<file path="src/rtl/cpu_consts.svh">
`ifndef CPU_CONSTS_SVH
`define CPU_CONSTS_SVH

// Width of data words and byte addresses.
`define CPU_XLEN 32

// Architectural registers including the hardwired zero.
`define CPU_NREGS 32

// First fetch address after reset.
`define CPU_RESET_PC 32'h0000_0000

// Primary opcode that stops the core.
`define CPU_OP_HALT 6'h3F

`endif
</file>
<file path="src/rtl/cpu_types_pkg.sv">
`include "cpu_consts.svh"
`default_nettype none

package cpu_types_pkg;

  typedef logic [`CPU_XLEN-1:0] wordT;
  typedef logic [$clog2(`CPU_NREGS)-1:0] regIdxT;

  // Primary opcodes in instruction bits 31:26.
  typedef enum logic [5:0] {
    OP_RTYPE = 6'h00,
    OP_J     = 6'h02,
    OP_BEQ   = 6'h04,
    OP_BNE   = 6'h05,
    OP_ADDIU = 6'h09,
    OP_ORI   = 6'h0D,
    OP_LUI   = 6'h0F,
    OP_LW    = 6'h23,
    OP_SW    = 6'h2B,
    OP_HALT  = `CPU_OP_HALT
  } opcodeT;

  // Function codes of the R-type instructions.
  typedef enum logic [5:0] {
    FN_ADDU = 6'h21,
    FN_SUBU = 6'h23,
    FN_AND  = 6'h24,
    FN_OR   = 6'h25,
    FN_SLT  = 6'h2A
  } functT;

  // ALU_ADD is zero so that a bubble decodes to a harmless add.
  typedef enum logic [3:0] {
    ALU_ADD = 4'd0,
    ALU_SUB = 4'd1,
    ALU_AND = 4'd2,
    ALU_OR  = 4'd3,
    ALU_SLT = 4'd4,
    ALU_LUI = 4'd5
  } aluOpT;

  // Operand source for the execute stage.
  typedef enum logic [1:0] {
    FWD_NONE  = 2'd0,
    FWD_EXMEM = 2'd1,
    FWD_MEMWB = 2'd2
  } fwdSelT;

  typedef struct packed {
    wordT instr;
    wordT pc;
    wordT incPC;
  } ifIdT;

  typedef struct packed {
    logic  wen;
    logic  regDst;
    logic  aluSrc;
    logic  memToReg;
    logic  dREN;
    logic  dWEN;
    logic  branch;
    logic  bne;
    logic  jmp;
    logic  zeroExt;
    logic  halt;
    aluOpT aluOp;
  } ctrlT;

  typedef struct packed {
    ctrlT   ctrl;
    wordT   pc;
    wordT   incPC;
    wordT   rdat1;
    wordT   rdat2;
    wordT   imm;
    regIdxT rs;
    regIdxT rt;
    regIdxT dest;
  } idExT;

  typedef struct packed {
    logic   wen;
    logic   memToReg;
    logic   dREN;
    logic   dWEN;
    logic   halt;
    wordT   aluResult;
    wordT   storeData;
    regIdxT dest;
  } exMemT;

  typedef struct packed {
    logic   wen;
    logic   memToReg;
    logic   halt;
    wordT   aluResult;
    wordT   loadData;
    regIdxT dest;
  } memWbT;

  // One record per register write, in program order.
  typedef struct packed {
    logic   valid;
    regIdxT regNum;
    wordT   data;
  } wbPortT;

endpackage

`default_nettype wire

</file>
<file path="src/rtl/pipeCore.sv">
`include "cpu_consts.svh"
`timescale 1ns/100ps
`default_nettype none

module pipeCore (
  input  logic                  CLK,
  input  logic                  nRST,
  output logic [`CPU_XLEN-1:0]  imemAddr,
  input  logic [`CPU_XLEN-1:0]  imemData,
  output logic [`CPU_XLEN-1:0]  dmemAddr,
  output logic [`CPU_XLEN-1:0]  dmemWdata,
  output logic                  dmemWen,
  output logic                  dmemRen,
  input  logic [`CPU_XLEN-1:0]  dmemRdata,
  output cpu_types_pkg::wbPortT retire,
  output logic                  halted
);

  cpu_types_pkg::ifIdT   ifIdD;
  cpu_types_pkg::ifIdT   ifIdQ;
  cpu_types_pkg::idExT   idExD;
  cpu_types_pkg::idExT   idExQ;
  cpu_types_pkg::exMemT  exMemD;
  cpu_types_pkg::exMemT  exMemQ;
  cpu_types_pkg::memWbT  memWbD;
  cpu_types_pkg::memWbT  memWbQ;
  cpu_types_pkg::regIdxT idRs;
  cpu_types_pkg::regIdxT idRt;
  cpu_types_pkg::wordT   target;
  cpu_types_pkg::fwdSelT fwdA;
  cpu_types_pkg::fwdSelT fwdB;
  logic                  stall;
  logic                  redirect;
  logic                  flushIfId;
  logic                  flushIdEx;
  logic                  haltSeen;

  fetchUnit uFetch (
    .CLK      (CLK),
    .nRST     (nRST),
    .stall    (stall),
    .redirect (redirect),
    .target   (target),
    .haltSeen (haltSeen),
    .imemData (imemData),
    .pc       (imemAddr),
    .ifId     (ifIdD)
  );

  pipeReg #(.payloadT(cpu_types_pkg::ifIdT)) prIFID (
    .CLK(CLK), .nRST(nRST), .enable(~stall), .flush(flushIfId), .din(ifIdD), .dout(ifIdQ)
  );

  // The load flag is not needed here since the hazard unit sees ID/EX directly.
  decodeStage uDecode (
    .CLK      (CLK),
    .nRST     (nRST),
    .ifId     (ifIdQ),
    .memWb    (memWbQ),
    .idEx     (idExD),
    .rs       (idRs),
    .rt       (idRt),
    .isLoad   (),
    .haltSeen (haltSeen),
    .retire   (retire),
    .halted   (halted)
  );

  pipeReg #(.payloadT(cpu_types_pkg::idExT)) prIDEX (
    .CLK(CLK), .nRST(nRST), .enable(1'b1), .flush(flushIdEx), .din(idExD), .dout(idExQ)
  );

  // Writeback value reaches execute through the retire record.
  executeStage uExecute (
    .idEx     (idExQ),
    .fwdA     (fwdA),
    .fwdB     (fwdB),
    .exFwd    (exMemQ.aluResult),
    .wbFwd    (retire.data),
    .exMem    (exMemD),
    .redirect (redirect),
    .target   (target)
  );

  pipeReg #(.payloadT(cpu_types_pkg::exMemT)) prEXMEM (
    .CLK(CLK), .nRST(nRST), .enable(1'b1), .flush(1'b0), .din(exMemD), .dout(exMemQ)
  );

  assign dmemAddr  = exMemQ.aluResult;
  assign dmemWdata = exMemQ.storeData;
  assign dmemWen   = exMemQ.dWEN;
  assign dmemRen   = exMemQ.dREN;

  assign memWbD = '{wen: exMemQ.wen, memToReg: exMemQ.memToReg, halt: exMemQ.halt,
                    aluResult: exMemQ.aluResult, loadData: dmemRdata, dest: exMemQ.dest};

  pipeReg #(.payloadT(cpu_types_pkg::memWbT)) prMEMWB (
    .CLK(CLK), .nRST(nRST), .enable(1'b1), .flush(1'b0), .din(memWbD), .dout(memWbQ)
  );

  hazardUnit uHazard (
    .ifRs      (idRs),
    .ifRt      (idRt),
    .idEx      (idExQ),
    .exMem     (exMemQ),
    .memWb     (memWbQ),
    .redirect  (redirect),
    .stall     (stall),
    .flushIfId (flushIfId),
    .flushIdEx (flushIdEx),
    .fwdA      (fwdA),
    .fwdB      (fwdB)
  );

endmodule

`default_nettype wire

</file>
<file path="src/rtl/hazardUnit.sv">
`timescale 1ns/100ps
`default_nettype none

module hazardUnit (
  input  cpu_types_pkg::regIdxT ifRs,
  input  cpu_types_pkg::regIdxT ifRt,
  input  cpu_types_pkg::idExT   idEx,
  input  cpu_types_pkg::exMemT  exMem,
  input  cpu_types_pkg::memWbT  memWb,
  input  logic                  redirect,
  output logic                  stall,
  output logic                  flushIfId,
  output logic                  flushIdEx,
  output cpu_types_pkg::fwdSelT fwdA,
  output cpu_types_pkg::fwdSelT fwdB
);

  logic loadUse;

  // The younger producer in EX/MEM wins over MEM/WB.
  function automatic cpu_types_pkg::fwdSelT pickFwd(input cpu_types_pkg::regIdxT src);
    if (src == '0) begin
      return cpu_types_pkg::FWD_NONE;
    end
    if (exMem.wen && exMem.dest == src) begin
      return cpu_types_pkg::FWD_EXMEM;
    end
    if (memWb.wen && memWb.dest == src) begin
      return cpu_types_pkg::FWD_MEMWB;
    end
    return cpu_types_pkg::FWD_NONE;
  endfunction

  // Load in EX feeding the instruction in ID needs one bubble.
  assign loadUse = idEx.ctrl.dREN && (idEx.dest != '0) &&
                   ((idEx.dest == ifRs) || (idEx.dest == ifRt));

  assign stall     = loadUse;
  assign flushIfId = redirect;
  assign flushIdEx = redirect | loadUse;

  always_comb begin
    fwdA = pickFwd(idEx.rs);
    fwdB = pickFwd(idEx.rt);
  end

endmodule

`default_nettype wire

</file>
<file path="src/rtl/executeStage.sv">
`include "cpu_consts.svh"
`timescale 1ns/100ps
`default_nettype none

module executeStage (
  input  cpu_types_pkg::idExT   idEx,
  input  cpu_types_pkg::fwdSelT fwdA,
  input  cpu_types_pkg::fwdSelT fwdB,
  input  cpu_types_pkg::wordT   exFwd,
  input  cpu_types_pkg::wordT   wbFwd,
  output cpu_types_pkg::exMemT  exMem,
  output logic                  redirect,
  output cpu_types_pkg::wordT   target
);

  cpu_types_pkg::wordT opA;
  cpu_types_pkg::wordT opB;
  cpu_types_pkg::wordT aluB;
  cpu_types_pkg::wordT aluResult;
  cpu_types_pkg::wordT branchTarget;
  cpu_types_pkg::wordT jumpTarget;
  logic                taken;

  always_comb begin
    case (fwdA)
      cpu_types_pkg::FWD_EXMEM: opA = exFwd;
      cpu_types_pkg::FWD_MEMWB: opA = wbFwd;
      default:                  opA = idEx.rdat1;
    endcase
    case (fwdB)
      cpu_types_pkg::FWD_EXMEM: opB = exFwd;
      cpu_types_pkg::FWD_MEMWB: opB = wbFwd;
      default:                  opB = idEx.rdat2;
    endcase
  end

  assign aluB = idEx.ctrl.aluSrc ? idEx.imm : opB;

  always_comb begin
    case (idEx.ctrl.aluOp)
      cpu_types_pkg::ALU_SUB: aluResult = opA - aluB;
      cpu_types_pkg::ALU_AND: aluResult = opA & aluB;
      cpu_types_pkg::ALU_OR:  aluResult = opA | aluB;
      cpu_types_pkg::ALU_SLT: aluResult = cpu_types_pkg::wordT'($signed(opA) < $signed(aluB));
      cpu_types_pkg::ALU_LUI: aluResult = {aluB[15:0], {(`CPU_XLEN-16){1'b0}}};
      default:                aluResult = opA + aluB;
    endcase
  end

  // BNE inverts the equality test.
  assign taken    = idEx.ctrl.branch & (idEx.ctrl.bne ^ (opA == opB));
  assign redirect = taken | idEx.ctrl.jmp;

  assign branchTarget = idEx.incPC + {idEx.imm[`CPU_XLEN-3:0], 2'b00};
  assign jumpTarget   = {idEx.incPC[`CPU_XLEN-1:`CPU_XLEN-4], idEx.imm[25:0], 2'b00};
  assign target       = idEx.ctrl.jmp ? jumpTarget : branchTarget;

  // Store data comes from the forwarded rt operand.
  assign exMem = '{wen: idEx.ctrl.wen, memToReg: idEx.ctrl.memToReg, dREN: idEx.ctrl.dREN,
                   dWEN: idEx.ctrl.dWEN, halt: idEx.ctrl.halt, aluResult: aluResult,
                   storeData: opB, dest: idEx.dest};

endmodule

`default_nettype wire

</file>
<file path="src/rtl/decodeStage.sv">
`include "cpu_consts.svh"
`timescale 1ns/100ps
`default_nettype none

module decodeStage (
  input  logic                  CLK,
  input  logic                  nRST,
  input  cpu_types_pkg::ifIdT   ifId,
  input  cpu_types_pkg::memWbT  memWb,
  output cpu_types_pkg::idExT   idEx,
  output cpu_types_pkg::regIdxT rs,
  output cpu_types_pkg::regIdxT rt,
  output logic                  isLoad,
  output logic                  haltSeen,
  output cpu_types_pkg::wbPortT retire,
  output logic                  halted
);

  cpu_types_pkg::wordT   instr;
  cpu_types_pkg::ctrlT   ctrl;
  cpu_types_pkg::wordT   rdat1;
  cpu_types_pkg::wordT   rdat2;
  cpu_types_pkg::wordT   imm;
  cpu_types_pkg::regIdxT dest;
  logic [15:0]           imm16;
  logic                  usesRs;
  logic                  usesRt;

  assign instr = ifId.instr;
  assign imm16 = instr[15:0];

  registerFile uRegs (
    .CLK    (CLK),
    .nRST   (nRST),
    .rs     (rs),
    .rt     (rt),
    .rdat1  (rdat1),
    .rdat2  (rdat2),
    .memWb  (memWb),
    .retire (retire),
    .halted (halted)
  );

  // Unknown opcodes and funct codes decode to a no-op.
  always_comb begin
    ctrl   = '0;
    usesRs = 1'b0;
    usesRt = 1'b0;
    case (instr[31:26])
      cpu_types_pkg::OP_RTYPE: begin
        usesRs      = 1'b1;
        usesRt      = 1'b1;
        ctrl.regDst = 1'b1;
        ctrl.wen    = 1'b1;
        case (instr[5:0])
          cpu_types_pkg::FN_ADDU: ctrl.aluOp = cpu_types_pkg::ALU_ADD;
          cpu_types_pkg::FN_SUBU: ctrl.aluOp = cpu_types_pkg::ALU_SUB;
          cpu_types_pkg::FN_AND:  ctrl.aluOp = cpu_types_pkg::ALU_AND;
          cpu_types_pkg::FN_OR:   ctrl.aluOp = cpu_types_pkg::ALU_OR;
          cpu_types_pkg::FN_SLT:  ctrl.aluOp = cpu_types_pkg::ALU_SLT;
          default:                ctrl.wen   = 1'b0;
        endcase
      end
      cpu_types_pkg::OP_ADDIU: begin
        usesRs      = 1'b1;
        ctrl.wen    = 1'b1;
        ctrl.aluSrc = 1'b1;
      end
      cpu_types_pkg::OP_ORI: begin
        usesRs       = 1'b1;
        ctrl.wen     = 1'b1;
        ctrl.aluSrc  = 1'b1;
        ctrl.zeroExt = 1'b1;
        ctrl.aluOp   = cpu_types_pkg::ALU_OR;
      end
      cpu_types_pkg::OP_LUI: begin
        ctrl.wen    = 1'b1;
        ctrl.aluSrc = 1'b1;
        ctrl.aluOp  = cpu_types_pkg::ALU_LUI;
      end
      cpu_types_pkg::OP_LW: begin
        usesRs        = 1'b1;
        ctrl.wen      = 1'b1;
        ctrl.aluSrc   = 1'b1;
        ctrl.memToReg = 1'b1;
        ctrl.dREN     = 1'b1;
      end
      cpu_types_pkg::OP_SW: begin
        usesRs      = 1'b1;
        usesRt      = 1'b1;
        ctrl.aluSrc = 1'b1;
        ctrl.dWEN   = 1'b1;
      end
      cpu_types_pkg::OP_BEQ, cpu_types_pkg::OP_BNE: begin
        usesRs      = 1'b1;
        usesRt      = 1'b1;
        ctrl.branch = 1'b1;
        ctrl.bne    = instr[26];
        ctrl.aluOp  = cpu_types_pkg::ALU_SUB;
      end
      cpu_types_pkg::OP_J:    ctrl.jmp  = 1'b1;
      cpu_types_pkg::OP_HALT: ctrl.halt = 1'b1;
      default: ;
    endcase
  end

  // Unused source fields read as r0 so they never match a hazard.
  assign rs = usesRs ? instr[25:21] : '0;
  assign rt = usesRt ? instr[20:16] : '0;

  assign dest = !ctrl.wen ? '0 : (ctrl.regDst ? instr[15:11] : instr[20:16]);

  // Jumps carry their 26-bit index in the immediate.
  always_comb begin
    if (ctrl.jmp) begin
      imm = {{(`CPU_XLEN-26){1'b0}}, instr[25:0]};
    end else if (ctrl.zeroExt) begin
      imm = {{(`CPU_XLEN-16){1'b0}}, imm16};
    end else begin
      imm = {{(`CPU_XLEN-16){imm16[15]}}, imm16};
    end
  end

  assign idEx = '{ctrl: ctrl, pc: ifId.pc, incPC: ifId.incPC, rdat1: rdat1, rdat2: rdat2,
                  imm: imm, rs: rs, rt: rt, dest: dest};

  assign isLoad   = ctrl.dREN;
  assign haltSeen = ctrl.halt;

endmodule

`default_nettype wire

</file>
<file path="src/rtl/registerFile.sv">
`include "cpu_consts.svh"
`timescale 1ns/100ps
`default_nettype none

module registerFile (
  input  logic                  CLK,
  input  logic                  nRST,
  input  cpu_types_pkg::regIdxT rs,
  input  cpu_types_pkg::regIdxT rt,
  output cpu_types_pkg::wordT   rdat1,
  output cpu_types_pkg::wordT   rdat2,
  input  cpu_types_pkg::memWbT  memWb,
  output cpu_types_pkg::wbPortT retire,
  output logic                  halted
);

  // Register 0 has no storage.
  cpu_types_pkg::wordT regs [1:`CPU_NREGS-1];
  cpu_types_pkg::wordT wdata;
  logic                wrEn;
  logic                haltedQ;

  function automatic cpu_types_pkg::wordT readReg(input cpu_types_pkg::regIdxT idx);
    if (idx == '0) begin
      return '0;
    end
    // Same-cycle write is passed straight through.
    if (wrEn && idx == memWb.dest) begin
      return wdata;
    end
    return regs[idx];
  endfunction

  assign wdata = memWb.memToReg ? memWb.loadData : memWb.aluResult;
  assign wrEn  = memWb.wen && (memWb.dest != '0);

  // Architectural state restarts from zero on every reset.
  always_ff @(posedge CLK or negedge nRST) begin
    if (!nRST) begin
      for (int i = 1; i < `CPU_NREGS; i++) begin
        regs[i] <= '0;
      end
      haltedQ <= 1'b0;
    end else begin
      if (wrEn) begin
        regs[memWb.dest] <= wdata;
      end
      if (memWb.halt) begin
        haltedQ <= 1'b1;
      end
    end
  end

  always_comb begin
    rdat1 = readReg(rs);
    rdat2 = readReg(rt);
  end

  assign retire = '{valid: wrEn, regNum: memWb.dest, data: wdata};
  assign halted = haltedQ | memWb.halt;

endmodule

`default_nettype wire

</file>
<file path="src/rtl/fetchUnit.sv">
`include "cpu_consts.svh"
`timescale 1ns/100ps
`default_nettype none

module fetchUnit (
  input  logic                CLK,
  input  logic                nRST,
  input  logic                stall,
  input  logic                redirect,
  input  cpu_types_pkg::wordT target,
  input  logic                haltSeen,
  input  cpu_types_pkg::wordT imemData,
  output cpu_types_pkg::wordT pc,
  output cpu_types_pkg::ifIdT ifId
);

  cpu_types_pkg::wordT incPC;
  logic                frozen;
  logic                holdPC;

  assign incPC  = pc + `CPU_XLEN'd4;
  assign holdPC = stall | frozen | haltSeen;

  // A HALT that is squashed by an older taken branch must not freeze fetch.
  always_ff @(posedge CLK or negedge nRST) begin
    if (!nRST) begin
      pc     <= `CPU_RESET_PC;
      frozen <= 1'b0;
    end else begin
      if (haltSeen && !redirect) begin
        frozen <= 1'b1;
      end
      if (redirect) begin
        pc <= target;
      end else if (!holdPC) begin
        pc <= incPC;
      end
    end
  end

  // Instructions behind a HALT enter decode as bubbles.
  always_comb begin
    ifId.instr = imemData;
    ifId.pc    = pc;
    ifId.incPC = incPC;
    if (frozen || haltSeen) begin
      ifId = '0;
    end
  end

endmodule

`default_nettype wire

</file>
<file path="src/rtl/pipeReg.sv">
`timescale 1ns/100ps
`default_nettype none

module pipeReg #(
  parameter type payloadT = logic
) (
  input  logic    CLK,
  input  logic    nRST,
  input  logic    enable,
  input  logic    flush,
  input  payloadT din,
  output payloadT dout
);

  // An all-zero payload is a bubble.
  // Flush wins over enable so a stalled stage can still be squashed.
  always_ff @(posedge CLK or negedge nRST) begin
    if (!nRST) begin
      dout <= '0;
    end else if (flush) begin
      dout <= '0;
    end else if (enable) begin
      dout <= din;
    end
  end

endmodule

`default_nettype wire

</file>
<file path="config.mk">
export PLATFORM = sky130hd
export DESIGN_NAME = pipeCore
export DESIGN_NICKNAME = d
export VERILOG_FILES = /design/src/rtl/cpu_types_pkg.sv /design/src/rtl/pipeCore.sv /design/src/rtl/hazardUnit.sv /design/src/rtl/executeStage.sv /design/src/rtl/decodeStage.sv /design/src/rtl/registerFile.sv /design/src/rtl/fetchUnit.sv /design/src/rtl/pipeReg.sv
export VERILOG_INCLUDE_DIRS = /design/src /design/src/rtl
export SDC_FILE = /design/constraint.sdc
export NUM_CORES = 2
export LEC_CHECK = 0
export BUFFER_PORTS_ARGS = -buffer_cell sky130_fd_sc_hd__buf_4
export CELL_PAD_IN_SITES_DETAIL_PLACEMENT = 1
export CELL_PAD_IN_SITES_GLOBAL_PLACEMENT = 1
export CORE_ASPECT_RATIO = 1.75
export CORE_MARGIN = 2
export CORE_UTILIZATION = 30
export CTS_BUF_LIST = sky130_fd_sc_hd__clkbuf_8
export DETAILED_ROUTE_END_ITERATION = 6
export HOLD_SLACK_MARGIN = 0.03
export PLACE_DENSITY_LB_ADDON = 0.1
export SYNTH_ARGS = -nofsm -noshare
export SYNTH_HDL_FRONTEND = slang
export SYNTH_HIERARCHICAL = 1
export SYNTH_SLANG_ARGS = --single-unit
export TNS_END_PERCENT = 50
</file>
<file path="constraint.sdc">
create_clock -name CLK -period 6.2 [get_ports CLK]
set_input_delay 0.93 -clock CLK [delete_from_list [all_inputs] [get_ports CLK]]
set_output_delay 0.93 -clock CLK [all_outputs]
set_load 0.1 [all_outputs]
</file>
==> impl_metrics.env <==
export IMPL_fin_ws_ps=392
export IMPL_grt_use_total_pct=25.6
export IMPL_cts_sinks=1392
export IMPL_fillers=30100
export IMPL_drive_gt1_share_pct=19.6
export IMPL_grt_pass1_wl_mm=512
export IMPL_cts_tree="yes"
export IMPL_crit_chain="xor2_1 > nor4_1 > nand3_1 > nor2_1 > inv_1 > ha_2 > buf_4 > nor2_1 > a21oi_1 > inv_1 > ha_1 > buf_4 > or4_1 > o211ai_1 > and2_4 > a221oi_4 > buf_4 > a21boi_1 > buf_4 > mux2i_1 > nand2_1 > a211o_1 > mux2i_1 > nor2_1"
export IMPL_period_share_pct=93.7
export IMPL_slowest_delay_ps=640
export IMPL_cp_common_cell="buf_4"
export IMPL_post_drt_wl_per_cell_um=29.6
export IMPL_min_path_type="input port to flip-flop"
export IMPL_status="complete, no violations"
export IMPL_clockBufferDepth=4
export IMPL_fmax_ghz=0.172
export IMPL_ys_warnings_count=6
export IMPL_gp_congestion=0.979
export IMPL_syn_to_final_growth_pct=13.2
export IMPL_drt_iter0_drc=3897
export IMPL_clk_pin_slew_ps=60
export IMPL_final_area_um2=90700
export IMPL_min_period_ps=5810
export IMPL_p_leak_nw=40.7
export IMPL_dp_cells=11500
export IMPL_p_total_mw=34.9
export IMPL_grt_pass1_vias=69800
export IMPL_irDropWorstVdd_mv=0.205
export IMPL_final_common_cell="dfrtp_1"
export IMPL_ios=203
export IMPL_p_per_area_nw_per_um2=385
export IMPL_maxSlewHeadroom_pct=7.99
export IMPL_finClkSkew_ps=63.2
export IMPL_dp_hpwl_mm=243
export IMPL_critPathSlowestCell="ha_2"
export IMPL_initial_core_util_pct=30.1
export IMPL_critPathKind="flip-flop to flip-flop"
export IMPL_finalHoldViolCount=0
export IMPL_startpoint_type="flip-flop"
export IMPL_grt_use_met2_pct=47.0
export IMPL_die_h_um=688
export IMPL_cts_buffers=233
export IMPL_antenna_found_initial=17
export IMPL_io_buffer_count=202
export IMPL_path_delay_family="simple AND/OR/NAND/NOR gates"
export IMPL_syn_area_um2=80100
export IMPL_avgSynthCellArea_um2=9.82
export IMPL_final_cell_mix="dfrtp_1 (1389), nor2_1 (1139), nand2_1 (700)"
export IMPL_die_w_um=395
export IMPL_rsz0062_at_grt="no"
export IMPL_min_from="dmemRdata[20]"
export IMPL_coreArea_um2=266000
export IMPL_nets=8359
export IMPL_grt_max_degree=157
export IMPL_reg2reg_from="prIDEX/dout[13]"
export IMPL_drc_errors=0
export IMPL_finalSetupViolations=0
export IMPL_crit_required_ps=7100
export IMPL_max_cap_violations=0
export IMPL_maxSlewViolCount=0
export IMPL_critPathBufInv=6
export IMPL_fin_cells=11900
export IMPL_routed_wl_mm=353
export IMPL_vias=65300
export IMPL_finish_utilization_pct=34.1
export IMPL_htree_levels=4
export IMPL_root_buffer="clkbuf_8"
export IMPL_clock_latency_ps=1030
export IMPL_rows=251
export IMPL_post_drt_via_cell_ratio=5.48
export IMPL_met1_usage_pct=29.1
export IMPL_worst_pin_slew_ps=1370
export IMPL_overflow=0
export IMPL_startpoint="prIDEX/dout[13]"
export IMPL_cp_max_fo=20
export IMPL_drt_first_pass_iters=5
export IMPL_synthesis_instances=8163
export IMPL_grt_util_met3_pct=2.89
export IMPL_ant_nets=0
export IMPL_dieArea_um2=271000
export IMPL_end_kind="flip-flop"
export IMPL_arrival_ps=6710
export IMPL_grt_most_used_layer="met2"
export IMPL_placed_area_um2=86100
export IMPL_setup_tns_ps=0
export IMPL_timing_hold_ws_ps=166
export IMPL_dpl_worst_slack_ps=132
[report_power, final]
| group | switching, mW | internal (mW) | leakage, nW |
|---|---|---|---|
| Sequential | 1.29 | 9.77 | 19.2 |
| Combinational | 10.4 | 5.10 | 18.8 |
| Clock | 4.14 | 4.19 | 2.66 |
| Total | 15.8 | 19.1 | 40.7 |
[worst register-to-register path: cells and delay by family (launching register included)]
family | cells | cell delay, ps
AND/OR/NAND/NOR | 8 | 1690
buffers and inverters | 6 | 1000
flip-flops | 1 | 460
adder cells (fa/ha/maj) | 2 | 1030
AO/OA/AOI/OAI | 5 | 1020
multiplexers | 2 | 310
XOR/XNOR | 1 | 200
[final cells by class]
type                            instances  area, um^2  share of cell area [%]
Multi-Input combinational cell       5764       41200                    45.4
Inverter                              182         684                   0.754
Tap cell                             3542        4430                    4.88
Clock buffer                          282        3880                    4.28
Clock inverter                        121         574                   0.633
Antenna cell                           46         115                   0.127
Sequential cell                      1392       34800                    38.4
Timing Repair Buffer                  587        5020                    5.53
[flip-flops by register name, summed over array words and instances, names as in the netlist]
signal,cells
uFetch/frozen,1
prIFID/dout,64
uFetch/pc,32
prMEMWB/dout,72
prEXMEM/dout,74
uDecode/uRegs/haltedQ,1
uDecode/uRegs/regs,992
prIDEX/dout,156
[worst paths after layout]
check / to / slack [ps] / cells after the start
worst max-delay path: prEXMEM/dout[60] / 390 / 24
worst min-delay path: prMEMWB/dout[25] / 170 / 3
worst max register to register: prEXMEM/dout[60] / 390 / 24
worst min register to register: uDecode/uRegs/haltedQ / 470 / 1
max in group asynchronous: uDecode/uRegs/regs[855] / 3910 / 3
min in group asynchronous: uDecode/uRegs/regs[678] / 560 / 2
[repair_timing]
action                                  4_1_cts  5_1_grt
hold buffers                                  1        0
hold endpoints to repair                     91        0
resized for setup                             0        7
buffers inserted                              0        0
endpoints found under the setup margin        0      181
[per-layer routing]
metal  wire length (um)  vias to the layer above
li1                   -                    29100
met1             135000                    34000
met2             185000                     1538
met3              12600                      668
met4              20500                        2
met5                  8                        -
Power figures use the tool's default switching activity.
